### src/logic/cipher_ctrl_params.svh
/*
 * AES cipher control parameters
 * Sparse level width, rail polarity pattern and round counts
 */

`ifndef CIPHER_CTRL_PARAMS_SVH
`define CIPHER_CTRL_PARAMS_SVH

// Sparse two-valued word, one rail per bit
`define CIPHER_CTRL_SP2V_WIDTH 3

// Bit pattern of the high value, a 1 marks a positive rail
`define CIPHER_CTRL_SP2V_LOGIC_HIGH 3'b011

//////////////////////////////////////////////////////////////////////
// Round counts per key length
//////////////////////////////////////////////////////////////////////

`define CIPHER_CTRL_ROUNDS_128 10
`define CIPHER_CTRL_ROUNDS_192 12
`define CIPHER_CTRL_ROUNDS_256 14

// Holds 0 to 14
`define CIPHER_CTRL_RND_CTR_W 4

`endif

### src/logic/cipher_ctrl_pkg.sv
/*
 * AES cipher control package
 * Sparse handshake levels, key length and add-round-key selector types
 */

`include "cipher_ctrl_params.svh"

package cipher_ctrl_pkg;

  //////////////////////////////////////////////////////////////////////
  // Sparse two-valued level
  //////////////////////////////////////////////////////////////////////

  // Hamming distance 3 between the two legal values
  typedef enum logic [`CIPHER_CTRL_SP2V_WIDTH-1:0] {
    SP2V_HIGH = 3'b011,
    SP2V_LOW  = 3'b100
  } sp2v_e;

  // Same word, read as a level for checking or as bits for the rails
  typedef union packed {
    sp2v_e                              enc;
    logic [`CIPHER_CTRL_SP2V_WIDTH-1:0] rail;
  } sp2v_word_u;

  //////////////////////////////////////////////////////////////////////
  // Configuration and data path selectors
  //////////////////////////////////////////////////////////////////////

  typedef enum logic [2:0] {
    AES_128 = 3'b001,
    AES_192 = 3'b010,
    AES_256 = 3'b100
  } key_len_e;

  // All zero while no round is running
  typedef enum logic [2:0] {
    ADD_RK_INIT  = 3'b001,
    ADD_RK_ROUND = 3'b010,
    ADD_RK_FINAL = 3'b100
  } add_rk_sel_e;

endpackage

### src/logic/cipher_ctrl.sv
/*
 * AES cipher round-sequencing controller
 * Redundant single-rail FSMs behind checked sparse handshake levels
 */

`include "cipher_ctrl_params.svh"

module cipher_ctrl (
  input  logic                              clk_i,
  input  logic                              rst_ni,

  input  cipher_ctrl_pkg::sp2v_e            in_valid_i,
  output cipher_ctrl_pkg::sp2v_e            in_ready_o,
  output cipher_ctrl_pkg::sp2v_e            out_valid_o,
  input  cipher_ctrl_pkg::sp2v_e            out_ready_i,

  input  cipher_ctrl_pkg::key_len_e         key_len_i,
  input  logic                              alert_fatal_i,
  output logic                              alert_o,

  output cipher_ctrl_pkg::sp2v_e            state_we_o,
  output cipher_ctrl_pkg::sp2v_e            key_expand_en_o,
  output cipher_ctrl_pkg::add_rk_sel_e      add_rk_sel_o,
  output logic [`CIPHER_CTRL_RND_CTR_W-1:0] key_expand_round_o
);

  localparam int unsigned W = `CIPHER_CTRL_SP2V_WIDTH;
  localparam logic [W-1:0] LOGIC_HIGH = `CIPHER_CTRL_SP2V_LOGIC_HIGH;

  logic [W-1:0] in_valid_sp, out_ready_sp;
  logic         in_valid_err, out_ready_err;
  logic         sp_enc_err;
  logic         rail_err;

  // Per-rail outputs
  logic [W-1:0] in_ready_mr, out_valid_mr, state_we_mr, key_expand_en_mr, alert_mr;
  cipher_ctrl_pkg::add_rk_sel_e [W-1:0]        add_rk_sel_mr;
  logic [W-1:0][`CIPHER_CTRL_RND_CTR_W-1:0]    rnd_ctr_mr;

  //////////////////////////////////////////////////////////////////////
  // Input checkers
  //////////////////////////////////////////////////////////////////////

  sp2v_buf_chk u_in_valid_chk (
    .sel_i  ( in_valid_i   ),
    .rail_o ( in_valid_sp  ),
    .err_o  ( in_valid_err )
  );

  sp2v_buf_chk u_out_ready_chk (
    .sel_i  ( out_ready_i   ),
    .rail_o ( out_ready_sp  ),
    .err_o  ( out_ready_err )
  );

  assign sp_enc_err = in_valid_err | out_ready_err;

  //////////////////////////////////////////////////////////////////////
  // Rails, one per sparse bit
  //////////////////////////////////////////////////////////////////////

  for (genvar i = 0; i < W; i++) begin : gen_rail
    cipher_ctrl_rail #(
      .Polarity ( LOGIC_HIGH[i] )
    ) u_rail (
      .clk_i           ( clk_i               ),
      .rst_ni          ( rst_ni              ),
      .in_valid_i      ( in_valid_sp[i]      ),
      .in_ready_o      ( in_ready_mr[i]      ),
      .out_valid_o     ( out_valid_mr[i]     ),
      .out_ready_i     ( out_ready_sp[i]     ),
      .key_len_i       ( key_len_i           ),
      .sp_enc_err_i    ( sp_enc_err          ),
      .rail_err_i      ( rail_err            ), // Moore outputs, no loop
      .alert_fatal_i   ( alert_fatal_i       ),
      .state_we_o      ( state_we_mr[i]      ),
      .key_expand_en_o ( key_expand_en_mr[i] ),
      .add_rk_sel_o    ( add_rk_sel_mr[i]    ),
      .rnd_ctr_o       ( rnd_ctr_mr[i]       ),
      .alert_o         ( alert_mr[i]         )
    );
  end

  rail_combine u_combine (
    .in_ready_i      ( in_ready_mr        ),
    .out_valid_i     ( out_valid_mr       ),
    .state_we_i      ( state_we_mr        ),
    .key_expand_en_i ( key_expand_en_mr   ),
    .alert_i         ( alert_mr           ),
    .add_rk_sel_i    ( add_rk_sel_mr      ),
    .rnd_ctr_i       ( rnd_ctr_mr         ),
    .in_ready_o      ( in_ready_o         ),
    .out_valid_o     ( out_valid_o        ),
    .state_we_o      ( state_we_o         ),
    .key_expand_en_o ( key_expand_en_o    ),
    .add_rk_sel_o    ( add_rk_sel_o       ),
    .rnd_ctr_o       ( key_expand_round_o ),
    .alert_o         ( alert_o            ),
    .rail_err_o      ( rail_err           )
  );

  //////////////////////////////////////////////////////////////////////
  // Assertions
  //////////////////////////////////////////////////////////////////////

  // Rails agree, so every rebuilt level is legal
  assert property (@(posedge clk_i) disable iff (!rst_ni)
    in_ready_o inside {cipher_ctrl_pkg::SP2V_HIGH, cipher_ctrl_pkg::SP2V_LOW} &&
    out_valid_o inside {cipher_ctrl_pkg::SP2V_HIGH, cipher_ctrl_pkg::SP2V_LOW} &&
    state_we_o inside {cipher_ctrl_pkg::SP2V_HIGH, cipher_ctrl_pkg::SP2V_LOW} &&
    key_expand_en_o inside {cipher_ctrl_pkg::SP2V_HIGH, cipher_ctrl_pkg::SP2V_LOW});

  // No result leaves once an alert is up
  assert property (@(posedge clk_i) disable iff (!rst_ni)
    alert_o |-> out_valid_o == cipher_ctrl_pkg::SP2V_LOW);

  // Agreeing rails give an idle or one-hot selector
  assert property (@(posedge clk_i) disable iff (!rst_ni)
    !rail_err |-> $onehot0(add_rk_sel_o));

endmodule

### src/logic/cipher_ctrl_rail.sv
/*
 * Single-rail AES round sequencer
 * One bit of every sparse level, with its own state and round counter
 */

`include "cipher_ctrl_params.svh"

module cipher_ctrl_rail #(
  parameter bit Polarity = 1'b1 // 1 = positive rail, 0 = inverted rail
) (
  input  logic                              clk_i,
  input  logic                              rst_ni,

  input  logic                              in_valid_i,    // Rail bit
  output logic                              in_ready_o,    // Rail bit
  output logic                              out_valid_o,   // Rail bit
  input  logic                              out_ready_i,   // Rail bit

  input  cipher_ctrl_pkg::key_len_e         key_len_i,
  input  logic                              sp_enc_err_i,
  input  logic                              rail_err_i,
  input  logic                              alert_fatal_i,

  output logic                              state_we_o,    // Rail bit
  output logic                              key_expand_en_o, // Rail bit
  output cipher_ctrl_pkg::add_rk_sel_e      add_rk_sel_o,
  output logic [`CIPHER_CTRL_RND_CTR_W-1:0] rnd_ctr_o,
  output logic                              alert_o
);

  localparam int unsigned CTR_W = `CIPHER_CTRL_RND_CTR_W;

  // State encoding
  localparam logic [2:0] ST_IDLE   = 3'b000;
  localparam logic [2:0] ST_INIT   = 3'b011;
  localparam logic [2:0] ST_ROUND  = 3'b101;
  localparam logic [2:0] ST_FINISH = 3'b110;
  localparam logic [2:0] ST_ERROR  = 3'b111;

  logic [2:0]       state_d, state_q;
  logic [CTR_W-1:0] rnd_ctr_d, rnd_ctr_q;
  logic [CTR_W-1:0] nr_d, nr_q;       // Last round number
  logic [CTR_W-1:0] nr_sel;
  logic             key_len_ok;
  logic             in_valid, out_ready;
  logic             in_ready, out_valid, busy;

  // Negative rails see and drive inverted levels
  assign in_valid  = Polarity ? in_valid_i  : ~in_valid_i;
  assign out_ready = Polarity ? out_ready_i : ~out_ready_i;

  // Round limit from the key length
  always_comb begin
    key_len_ok = 1'b1;
    case (key_len_i)
      cipher_ctrl_pkg::AES_128: nr_sel = CTR_W'(`CIPHER_CTRL_ROUNDS_128);
      cipher_ctrl_pkg::AES_192: nr_sel = CTR_W'(`CIPHER_CTRL_ROUNDS_192);
      cipher_ctrl_pkg::AES_256: nr_sel = CTR_W'(`CIPHER_CTRL_ROUNDS_256);
      default: begin
        nr_sel     = '0;
        key_len_ok = 1'b0;
      end
    endcase
  end

  //////////////////////////////////////////////////////////////////////
  // Next state
  //////////////////////////////////////////////////////////////////////

  always_comb begin
    state_d   = state_q;
    rnd_ctr_d = rnd_ctr_q;
    nr_d      = nr_q;

    case (state_q)
      ST_IDLE: begin
        if (in_valid) begin
          nr_d      = nr_sel;
          rnd_ctr_d = '0;
          state_d   = key_len_ok ? ST_INIT : ST_ERROR;
        end
      end
      ST_INIT: begin
        rnd_ctr_d = CTR_W'(1);
        state_d   = ST_ROUND;
      end
      ST_ROUND: begin
        // Final round runs with the counter at nr
        if (rnd_ctr_q == nr_q) begin
          state_d = ST_FINISH;
        end else begin
          rnd_ctr_d = rnd_ctr_q + CTR_W'(1);
        end
      end
      ST_FINISH: begin
        if (out_ready) begin
          rnd_ctr_d = '0;
          state_d   = ST_IDLE;
        end
      end
      ST_ERROR: state_d = ST_ERROR; // Terminal
      default:  state_d = ST_ERROR;
    endcase

    // Errors win over any transition
    if (sp_enc_err_i || rail_err_i || alert_fatal_i) begin
      state_d = ST_ERROR;
    end
  end

  always_ff @(posedge clk_i or negedge rst_ni) begin
    if (!rst_ni) begin
      state_q   <= ST_IDLE;
      rnd_ctr_q <= '0;
      nr_q      <= '0;
    end else begin
      state_q   <= state_d;
      rnd_ctr_q <= rnd_ctr_d;
      nr_q      <= nr_d;
    end
  end

  //////////////////////////////////////////////////////////////////////
  // Moore outputs
  //////////////////////////////////////////////////////////////////////

  assign in_ready  = (state_q == ST_IDLE);
  assign out_valid = (state_q == ST_FINISH);
  assign busy      = (state_q == ST_INIT) || (state_q == ST_ROUND);

  always_comb begin
    case (state_q)
      ST_INIT:  add_rk_sel_o = cipher_ctrl_pkg::ADD_RK_INIT;
      ST_ROUND: add_rk_sel_o = (rnd_ctr_q == nr_q) ? cipher_ctrl_pkg::ADD_RK_FINAL
                                                   : cipher_ctrl_pkg::ADD_RK_ROUND;
      default:  add_rk_sel_o = cipher_ctrl_pkg::add_rk_sel_e'(3'b000);
    endcase
  end

  assign in_ready_o      = Polarity ? in_ready  : ~in_ready;
  assign out_valid_o     = Polarity ? out_valid : ~out_valid;
  assign state_we_o      = Polarity ? busy      : ~busy;
  assign key_expand_en_o = Polarity ? busy      : ~busy;
  assign rnd_ctr_o       = rnd_ctr_q;
  assign alert_o         = (state_q == ST_ERROR);

  // Only reset leaves the error state
  assert property (@(posedge clk_i) disable iff (!rst_ni)
    state_q == ST_ERROR |=> state_q == ST_ERROR);

endmodule

### src/logic/rail_combine.sv
/*
 * Rail combiner
 * Rebuilds sparse levels from rail bits, ORs the multi-bit outputs
 * and flags any rail that disagrees with the combined value
 */

`include "cipher_ctrl_params.svh"

module rail_combine (
  input  logic [`CIPHER_CTRL_SP2V_WIDTH-1:0] in_ready_i,
  input  logic [`CIPHER_CTRL_SP2V_WIDTH-1:0] out_valid_i,
  input  logic [`CIPHER_CTRL_SP2V_WIDTH-1:0] state_we_i,
  input  logic [`CIPHER_CTRL_SP2V_WIDTH-1:0] key_expand_en_i,
  input  logic [`CIPHER_CTRL_SP2V_WIDTH-1:0] alert_i,
  input  cipher_ctrl_pkg::add_rk_sel_e [`CIPHER_CTRL_SP2V_WIDTH-1:0] add_rk_sel_i,
  input  logic [`CIPHER_CTRL_SP2V_WIDTH-1:0][`CIPHER_CTRL_RND_CTR_W-1:0] rnd_ctr_i,

  output cipher_ctrl_pkg::sp2v_e             in_ready_o,
  output cipher_ctrl_pkg::sp2v_e             out_valid_o,
  output cipher_ctrl_pkg::sp2v_e             state_we_o,
  output cipher_ctrl_pkg::sp2v_e             key_expand_en_o,
  output cipher_ctrl_pkg::add_rk_sel_e       add_rk_sel_o,
  output logic [`CIPHER_CTRL_RND_CTR_W-1:0]  rnd_ctr_o,
  output logic                               alert_o,
  output logic                               rail_err_o
);

  logic [2:0]                        sel_or;
  logic [`CIPHER_CTRL_RND_CTR_W-1:0] ctr_or;

  // Rail bits already carry the right polarity
  assign in_ready_o      = cipher_ctrl_pkg::sp2v_e'(in_ready_i);
  assign out_valid_o     = cipher_ctrl_pkg::sp2v_e'(out_valid_i);
  assign state_we_o      = cipher_ctrl_pkg::sp2v_e'(state_we_i);
  assign key_expand_en_o = cipher_ctrl_pkg::sp2v_e'(key_expand_en_i);

  assign alert_o = |alert_i; // One rail is enough

  //////////////////////////////////////////////////////////////////////
  // OR-combine and compare
  //////////////////////////////////////////////////////////////////////

  always_comb begin
    sel_or     = '0;
    ctr_or     = '0;
    rail_err_o = 1'b0;
    for (int i = 0; i < `CIPHER_CTRL_SP2V_WIDTH; i++) begin
      sel_or = sel_or | add_rk_sel_i[i];
      ctr_or = ctr_or | rnd_ctr_i[i];
    end
    // A legal-looking OR result can still hide a stuck rail
    for (int i = 0; i < `CIPHER_CTRL_SP2V_WIDTH; i++) begin
      if (add_rk_sel_i[i] != sel_or || rnd_ctr_i[i] != ctr_or) begin
        rail_err_o = 1'b1;
      end
    end
  end

  assign add_rk_sel_o = cipher_ctrl_pkg::add_rk_sel_e'(sel_or);
  assign rnd_ctr_o    = ctr_or;

endmodule

### src/logic/sp2v_buf_chk.sv
/*
 * Sparse level buffer and checker
 * Splits one sparse word into rail bits and flags illegal encodings
 */

`include "cipher_ctrl_params.svh"

module sp2v_buf_chk (
  input  cipher_ctrl_pkg::sp2v_e              sel_i,
  output logic [`CIPHER_CTRL_SP2V_WIDTH-1:0] rail_o,
  output logic                               err_o
);

  cipher_ctrl_pkg::sp2v_word_u word;

  assign word = cipher_ctrl_pkg::sp2v_word_u'(sel_i);

  // Bit i goes to rail i, polarity is handled inside the rail
  assign rail_o = word.rail;

  // Only the two legal levels pass
  always_comb begin
    case (word.enc)
      cipher_ctrl_pkg::SP2V_HIGH: err_o = 1'b0;
      cipher_ctrl_pkg::SP2V_LOW:  err_o = 1'b0;
      default:                    err_o = 1'b1; // Any other pattern incl. X
    endcase
  end

endmodule

### config.mk
export PLATFORM = sky130hd
export DESIGN_NAME = cipher_ctrl
export DESIGN_NICKNAME = d
export VERILOG_FILES = /design/src/logic/cipher_ctrl_pkg.sv /design/src/logic/cipher_ctrl.sv /design/src/logic/cipher_ctrl_rail.sv /design/src/logic/rail_combine.sv /design/src/logic/sp2v_buf_chk.sv
export VERILOG_INCLUDE_DIRS = /design/src /design/src/logic
export SDC_FILE = /design/constraint.sdc
export NUM_CORES = 1
export LEC_CHECK = 0
export BUFFER_PORTS_ARGS = -buffer_cell sky130_fd_sc_hd__buf_2
export CORE_ASPECT_RATIO = 1.5
export CORE_MARGIN = 2
export CORE_UTILIZATION = 42
export CTS_CLUSTER_SIZE = 20
export DETAILED_ROUTE_END_ITERATION = 8
export SETUP_SLACK_MARGIN = 0.05
export SKIP_LAST_GASP = 1
export SYNTH_ARGS = -nofsm -noshare
export SYNTH_HDL_FRONTEND = slang
export SYNTH_HIERARCHICAL = 1
export SYNTH_SLANG_ARGS = --single-unit
### constraint.sdc
create_clock -name clk_i -period 2.9 [get_ports clk_i]
set_clock_uncertainty 0.1 [all_clocks]
set_input_delay 0.145 -clock clk_i [delete_from_list [all_inputs] [get_ports clk_i]]
set_output_delay 0.145 -clock clk_i [all_outputs]
set_load 0.05 [all_outputs]
==> results of run 1 <==
## flip-flops by register name, summed over array words and instances (netlist names)
register	flops
gen_rail.u_rail/state_q	9
gen_rail.u_rail/rnd_ctr_o	12
gen_rail.u_rail/nr_q	9
## per-stage QoR
step | util [%] | setup WS (ns) | area (um2)
4_1_cts | 50.6 | 0.0355 | 2800
3_3_place_gp | 48.4 | 0.135 | 2680
5_1_grt | 51.1 | -0.134 | 2830
3_5_place_dp | 48.4 | 0.0519 | 2680
2_1_floorplan | - | -0.0135 | 2450
6_report | 51.1 | 0.0241 | 2830
## final timing paths
path,from,endpoint,slack (ns),cells after the start
min reg2reg,gen_rail[0].u_rail/nr_q[3],gen_rail[0].u_rail/nr_q[3],0.40,2
min,alert_fatal_i,gen_rail[2].u_rail/state_q[1],0.07,3
max reg2reg,gen_rail[2].u_rail/nr_q[3],gen_rail[0].u_rail/state_q[1],0.02,9
max,gen_rail[2].u_rail/nr_q[3],gen_rail[0].u_rail/state_q[1],0.02,9
min in group asynchronous,rst_ni,gen_rail[0].u_rail/state_q[0],0.36,2
max in group asynchronous,rst_ni,gen_rail[1].u_rail/state_q[2],1.88,2
## layout by cell type, fill, tap and decap left out, types with 3 or more instances in the layout
master and count:
sky130_fd_sc_hd__xnor2_1 3, sky130_fd_sc_hd__buf_4 28, sky130_fd_sc_hd__o21ai_0 16, sky130_fd_sc_hd__nor2b_1 4
sky130_fd_sc_hd__nand3_1 8, sky130_fd_sc_hd__nand2b_1 4, sky130_fd_sc_hd__dfrtp_1 30, sky130_fd_sc_hd__o311ai_0 4
sky130_fd_sc_hd__nand3b_1 5, sky130_fd_sc_hd__and3_1 3, sky130_fd_sc_hd__or3_1 8, sky130_fd_sc_hd__o22ai_1 4
sky130_fd_sc_hd__buf_2 31, sky130_fd_sc_hd__mux2i_1 4, sky130_fd_sc_hd__xor2_1 16, sky130_fd_sc_hd__ha_1 3
sky130_fd_sc_hd__nand2_1 29, sky130_fd_sc_hd__or3_4 5, sky130_fd_sc_hd__a21oi_1 15, sky130_fd_sc_hd__nor3_1 5
sky130_fd_sc_hd__o31ai_1 7, sky130_fd_sc_hd__clkbuf_8 6, sky130_fd_sc_hd__inv_1 10, sky130_fd_sc_hd__nor2_1 28
## metal layers
metal / part of all wire (%) / up-vias / GRT usage (%)
met5: 0 / - / 0
met4: 2.3 / 0 / 5.97
met3: 3.8 / 12 / 3.71
met2: 51 / 60 / 36.6
met1: 43 / 1045 / 26.0
li1: - / 1087 / -
## critical path, delay by kind of cell (launching register included)
| kind | cells | cell delay (ns) |
|---|---|---|
| compound gates | 3 | 0.53 |
| xor+xnor | 1 | 0.18 |
| flops | 1 | 0.38 |
| simple gates | 5 | 1.56 |
## cells by family after synthesis
kind of cell	share of synthesized area (%)
buffers and inverters	10.1
flip-flops	30.9
adder cells (fa/ha/maj)	2.37
AND/OR/NAND/NOR	26.4
AO/OA/AOI/OAI	21.3
multiplexers	2.11
XOR/XNOR	6.85
## where the power goes
part	leakage [nW]	switching, mW	internal [mW]
sequential	0.317	0.00471	0.426
clock	0.0573	0.160	0.275
combinational	0.849	0.0606	0.0424
total	1.22	0.225	0.743
## layout make-up
cell class	count	area [um2]
clock buffers	6	82.6
fillers	564	2710
multi-input cells	218	1460
well taps	70	87.6
repair buffers	60	375
clock inverters	1	30.0
flip-flops and latches	30	751
inverters	10	37.5
## timing repair
action                                 in CTS  in global routing
hold buffers                                1                  0
setup endpoints to repair                   1                  9
setup buffers                               0                  2
endpoints found under the hold margin      30                  0
resized for setup                           0                  4
pin swaps                                   1                  1
==> run metrics, run 1 <==
Clock Path Buffers 2; number of nets with antenna violations after detailed routing 0; initial core utilization 43.9%; DIE WIDTH 66.1 um; Setup Total Neg Slack 0 ns; Min-Delay Path Class in2reg; vias in the first global route 2,086; EDFF count, synth 0; total clock sinks 30; number of ports placed on the die boundary 32; required time at the worst-slack endpoint 2.95 ns; Final Instance Count excl. Fillers 395; Worst IR Drop VDD 0.225 mV; critical path class reg2reg; sequential element share of the synthesized area 30.9%; placeable core region 0.00553 mm2; layout-stage area growth over the synthesis result 16.3%; actual slew at the worst max-slew pin 0.768 ns; max-cap violation count 0; number of antenna violations at the first check in global routing 0; sum of internal, switching and leakage power 0.968 mW; Diodes inserted 0; unrepaired setup endpoints after global routing yes; insertion delay to the later sink of the worst-skew pair 0.28 ns; post-route minimum period 2.88 ns; cell occurring most often along the worst timing path sky130_fd_sc_hd__or3_4; Worst Path Arrival 2.93 ns; drt pass-1 iters 4; drt drc 0; power density relative to cell area 342 mW/mm2; Top FF cell, synth sky130_fd_sc_hd__dfrtp_1; via count normalized by instance count 5.58; Yosys warnings 6; Buffers on Ports 31; final number of max-transition violations 0; most instantiated library cell after synthesis sky130_fd_sc_hd__dfrtp_1; largest fanout of any net on the critical path 4; Post-Route Hold Slack 0.0698 ns; Global Route Usage Sum 21.1%; largest net degree at the start of global routing 31; count of mapped cells out of synthesis 289; Setup crit end kind flip-flop; post-synth net total 304; startpoint class of the critical path flip-flop; die area 0.00643 mm2; Yosys top cell by area sky130_fd_sc_hd__dfrtp_1; cells traversed along the worst timing path xor2_1, or4_4, nor2b_4, or3_4, a222oi_1, nand3_1, or3_4, a21oi_1, o31ai_1; vias after detailed routing 2,204; root buf cell sky130_fd_sc_hd__clkbuf_8; leading cell types by count after synthesis sky130_fd_sc_hd__dfrtp_1 (30), sky130_fd_sc_hd__nand2_1 (29), sky130_fd_sc_hd__nor2_1 (28); count of endpoints failing setup in the final report 0; global-route wire length before repair 10.5 mm; worst slew margin relative to its limit 48.4%; wire length after detailed routing 6.49 mm; register clock-pin slew on the reported worst setup and hold paths 0.07 ns; portion of synthesized cell area occupied by the leading cell type 30.9%; number of cells after detailed placement 385; RD Place Congestion 0.879; number of different library cells in the post-synthesis netlist 55; clock tree from TritonCTS built; cell area after technology mapping 0.00243 mm2; Largest stage delay, worst path 0.52 ns; fraction of the cycle the final worst path needs 99.2%; average routed wire per standard cell 16.4 um; biggest area contributors in the synthesized netlist sky130_fd_sc_hd__dfrtp_1 (31%), sky130_fd_sc_hd__buf_4 (6.5%), sky130_fd_sc_hd__xor2_1 (5.8%); average footprint of a synthesized cell 8.41 um2; H-tree lvl count 2; asr flop ratio synth 100%; Post-layout nets 340; count of final hold-check violations 0; flip-flop and latch count after synthesis 30; total half-perimeter wirelength after legalization and detailed placement 5.00 mm; Num CTS Buffers 5; number of core rows 33; number of violations reported at the end of detailed-routing iteration 0 89; Lkg Pwr 1.22 nW; status complete, no violations; fraction of layout instances using a drive strength above 1 28.0%; GRT Residual Overflow 0; Slowest cell on crit path sky130_fd_sc_hd__or4_4; height of the die 97.2 um; upper clock frequency limit 0.348 GHz
No activity file was read; power rests on OpenSTA's default activity.
==> inputs of run 2 (changes only) <==
CORE_UTILIZATION = 53   (was 42)
PLACE_DENSITY = 0.77   (was unset)
==> run 2 against run 1 <==
Fmax is 0.14% higher. Final cell count is 6.8% lower. Critical path depth stayed put. Sequential share of layout area increased by 0.89 points. Non-clock buffer count decreased by 4. Largest power group is now registers. Setup slack improved by 0.0039 ns. Die area is 20% lower. Count of clock-buffer cells in the layout unchanged. Register-to-register slack is essentially flat. Wire length decreased by 3.1%. First-iteration DRC count up 71%. Via count up 3.1%.
==> run metrics, run 2 (synthesis results as in run 1) <==
fraction of layout instances using a drive strength above 1 27.2% (was 28.0%); required time at the worst-slack endpoint 2.95 ns (about the same); startpoint class of the critical path flip-flop (unchanged); cell occurring most often along the worst timing path sky130_fd_sc_hd__or3_4 (unchanged); root buf cell sky130_fd_sc_hd__clkbuf_8 (unchanged); number of cell instances on the worst register-to-register path 9 (unchanged); max-cap violation count 0 (unchanged); drt drc 0 (unchanged); Setup Total Neg Slack 0 ns (unchanged); worst reg-to-reg setup slack 0.03 ns (was 0.02 ns); unrepaired setup endpoints after global routing yes (unchanged); largest net degree at the start of global routing 31 (unchanged); Slowest cell on crit path sky130_fd_sc_hd__or4_4 (unchanged); register clock-pin slew on the reported worst setup and hold paths 0.06 ns (was 0.07 ns); Largest stage delay, worst path 0.52 ns (about the same); origin of the critical flop-to-flop path gen_rail[2].u_rail/nr_q[3] (unchanged); drt pass-1 iters 5 (was 4); DIE WIDTH 59.3 um (was 66.1 um); switching share of total power 24.8% (was 23.3%); Setup crit end kind flip-flop (unchanged); via count normalized by instance count 6.18 (was 5.58); layout-stage area growth over the synthesis result 12.6% (was 16.3%); number of violations reported at the end of detailed-routing iteration 0 152 (was 89); number of ports placed on the die boundary 32 (unchanged); power density relative to cell area 316 mW/mm2 (was 342 mW/mm2); clock tree from TritonCTS built (unchanged); wire length after detailed routing 6.29 mm (was 6.49 mm); Filler Cells Inserted 408 (was 564); number of antenna violations at the first check in global routing 0 (unchanged); Global Route Usage Sum 25.1% (was 21.1%); Worst Path Arrival 2.92 ns (was 2.93 ns); total clock sinks 30 (unchanged); cells traversed along the worst timing path xor2_1, or4_4, nor2b_4, or3_4, a222oi_1, nand3_1, or3_4, a21oi_1, o31ai_1 (unchanged); Post-layout nets 336 (was 340); final number of max-transition violations 0 (unchanged); worst slew margin relative to its limit 50.8% (was 48.4%); status complete, no violations (unchanged); average routed wire per standard cell 17.1 um (was 16.4 um); register share of total power 50.0% (was 44.5%); leading cell type in the layout, fill and taps excluded sky130_fd_sc_hd__buf_2 (unchanged); total non-filler cell area in the finished layout 0.00274 mm2 (was 0.00283 mm2); Hold Crit Start alert_fatal_i (unchanged); global-route wire length before repair 9.81 mm (was 10.5 mm); Diodes inserted 0 (unchanged); Clock Path Buffers 2 (unchanged); number of core rows 30 (was 33); number of nets with antenna violations after detailed routing 0 (unchanged); upper clock frequency limit 0.348 GHz (about the same); largest fanout of any net on the critical path 4 (unchanged); insertion delay to the later sink of the worst-skew pair 0.28 ns (about the same); placeable core region 0.00447 mm2 (was 0.00553 mm2); Lkg Pwr 1.18 nW (was 1.22 nW); H-tree lvl count 2 (unchanged); RD Place Congestion 0.961 (was 0.879); vias after detailed routing 2,273 (was 2,204); vias in the first global route 2,094 (was 2,086); sum of internal, switching and leakage power 0.864 mW (was 0.968 mW); height of the die 86.9 um (was 97.2 um); worst hold stages 3 (unchanged); startpoint of the most critical setup path gen_rail[2].u_rail/nr_q[3] (unchanged); count of endpoints failing setup in the final report 0 (unchanged); internal power of the cells 0.650 mW (was 0.743 mW); Buffers on Ports 31 (unchanged); count of final hold-check violations 0 (unchanged); Min-Delay Path Class in2reg (unchanged); actual slew at the worst max-slew pin 0.731 ns (was 0.768 ns); Combinational Power Share 11.5% (was 10.6%); post-route minimum period 2.87 ns (was 2.88 ns); GRT Residual Overflow 0 (unchanged); die area 0.00516 mm2 (was 0.00643 mm2); portion of total power attributed to the clock network 38.5% (was 44.9%); Switching Power 0.214 mW (was 0.225 mW); critical path class reg2reg (unchanged); Worst IR Drop VDD 0.245 mV (was 0.225 mV); Num CTS Buffers 5 (unchanged); highest-count cells in the layout ignoring fill and taps sky130_fd_sc_hd__buf_2 (31), sky130_fd_sc_hd__dfrtp_1 (30), sky130_fd_sc_hd__nand2_1 (29), sky130_fd_sc_hd__nor2_1 (27), sky130_fd_sc_hd__buf_4 (24) (was sky130_fd_sc_hd__buf_2 (31), sky130_fd_sc_hd__dfrtp_1 (30), sky130_fd_sc_hd__nand2_1 (29), sky130_fd_sc_hd__nor2_1 (28), sky130_fd_sc_hd__buf_4 (28)); initial core utilization 54.4% (was 43.9%); post-route core utilization 61.3% (was 51.1%); cell area reported after detailed placement 0.00263 mm2 (was 0.00268 mm2); total half-perimeter wirelength after legalization and detailed placement 4.71 mm (was 5.00 mm); fraction of the cycle the final worst path needs 99.0% (was 99.2%); flip-flop count of the largest register after layout 12 (unchanged)
-- run 2: layer usage --
metal  global-route usage, %  share of wire, %  vias to the layer above
met2                    43.8                51                      113
met3                    4.46               5.9                       28
li1                        -                 -                     1076
met1                    29.0                40                     1056
met4                    11.4               3.4                        0
met5                       0                 0                        -
-- run 2: worst paths after layout --
kind	end
worst max-delay path	gen_rail[0].u_rail/state_q[1]
worst min register to register	gen_rail[0].u_rail/nr_q[2]
worst max register to register	gen_rail[0].u_rail/state_q[1]
min in group asynchronous	gen_rail[1].u_rail/state_q[2]
max in group asynchronous	gen_rail[1].u_rail/rnd_ctr_o[0]
worst min-delay path	gen_rail[2].u_rail/state_q[2]
-- run 2: power groups by stage --
stage	registers, mW	logic [mW]	clock network (mW)
final	0.432	0.0990	0.333
after global placement	0.439	0.0932	0
after CTS	0.432	0.0966	0.339
after global routing	0.432	0.108	0.357
after detailed placement	0.439	0.0951	0
after floorplan	0.441	0.0522	0
-- run 2: layout make-up --
| class | instances | area (um2) | share of cell area (%) |
|---|---|---|---|
| Clock buffer | 6 | 82.6 | 3.02 |
| Inverter | 10 | 37.5 | 1.37 |
| Multi-Input combinational cell | 218 | 1460 | 53.4 |
| Sequential cell | 30 | 751 | 27.4 |
| Tap cell | 48 | 60.1 | 2.19 |
| Timing Repair Buffer | 56 | 345 | 12.6 |
-- run 2: critical path: cells and delay by family (launching register included) --
| kind | cells | cell delay (ns) |
|---|---|---|
| XOR/XNOR | 1 | 0.19 |
| flip-flops | 1 | 0.39 |
| AO/OA/AOI/OAI | 3 | 0.50 |
| AND/OR/NAND/NOR | 5 | 1.56 |
-- run 2: repair_timing --
item | in CTS | in global routing
gates resized for setup | 0 | 3
endpoints found under the setup margin | 1 | 7
hold buffers | 1 | 0
pin swaps | 1 | 1
buffers inserted | 0 | 1
endpoints found under the hold margin | 30 | 0
-- run 2: through the flow --
stage | setup slack, ns | cells | hold slack, ns
2_1_floorplan | -0.0135 | 289 | -0.251
5_1_grt | -0.0611 | 368 | 0.0795
6_report | 0.0280 | 368 | 0.0654
3_3_place_gp | 0.148 | 360 | 0.129
3_5_place_dp | 0.0772 | 360 | 0.138
4_1_cts | 0.0432 | 367 | 0.0626
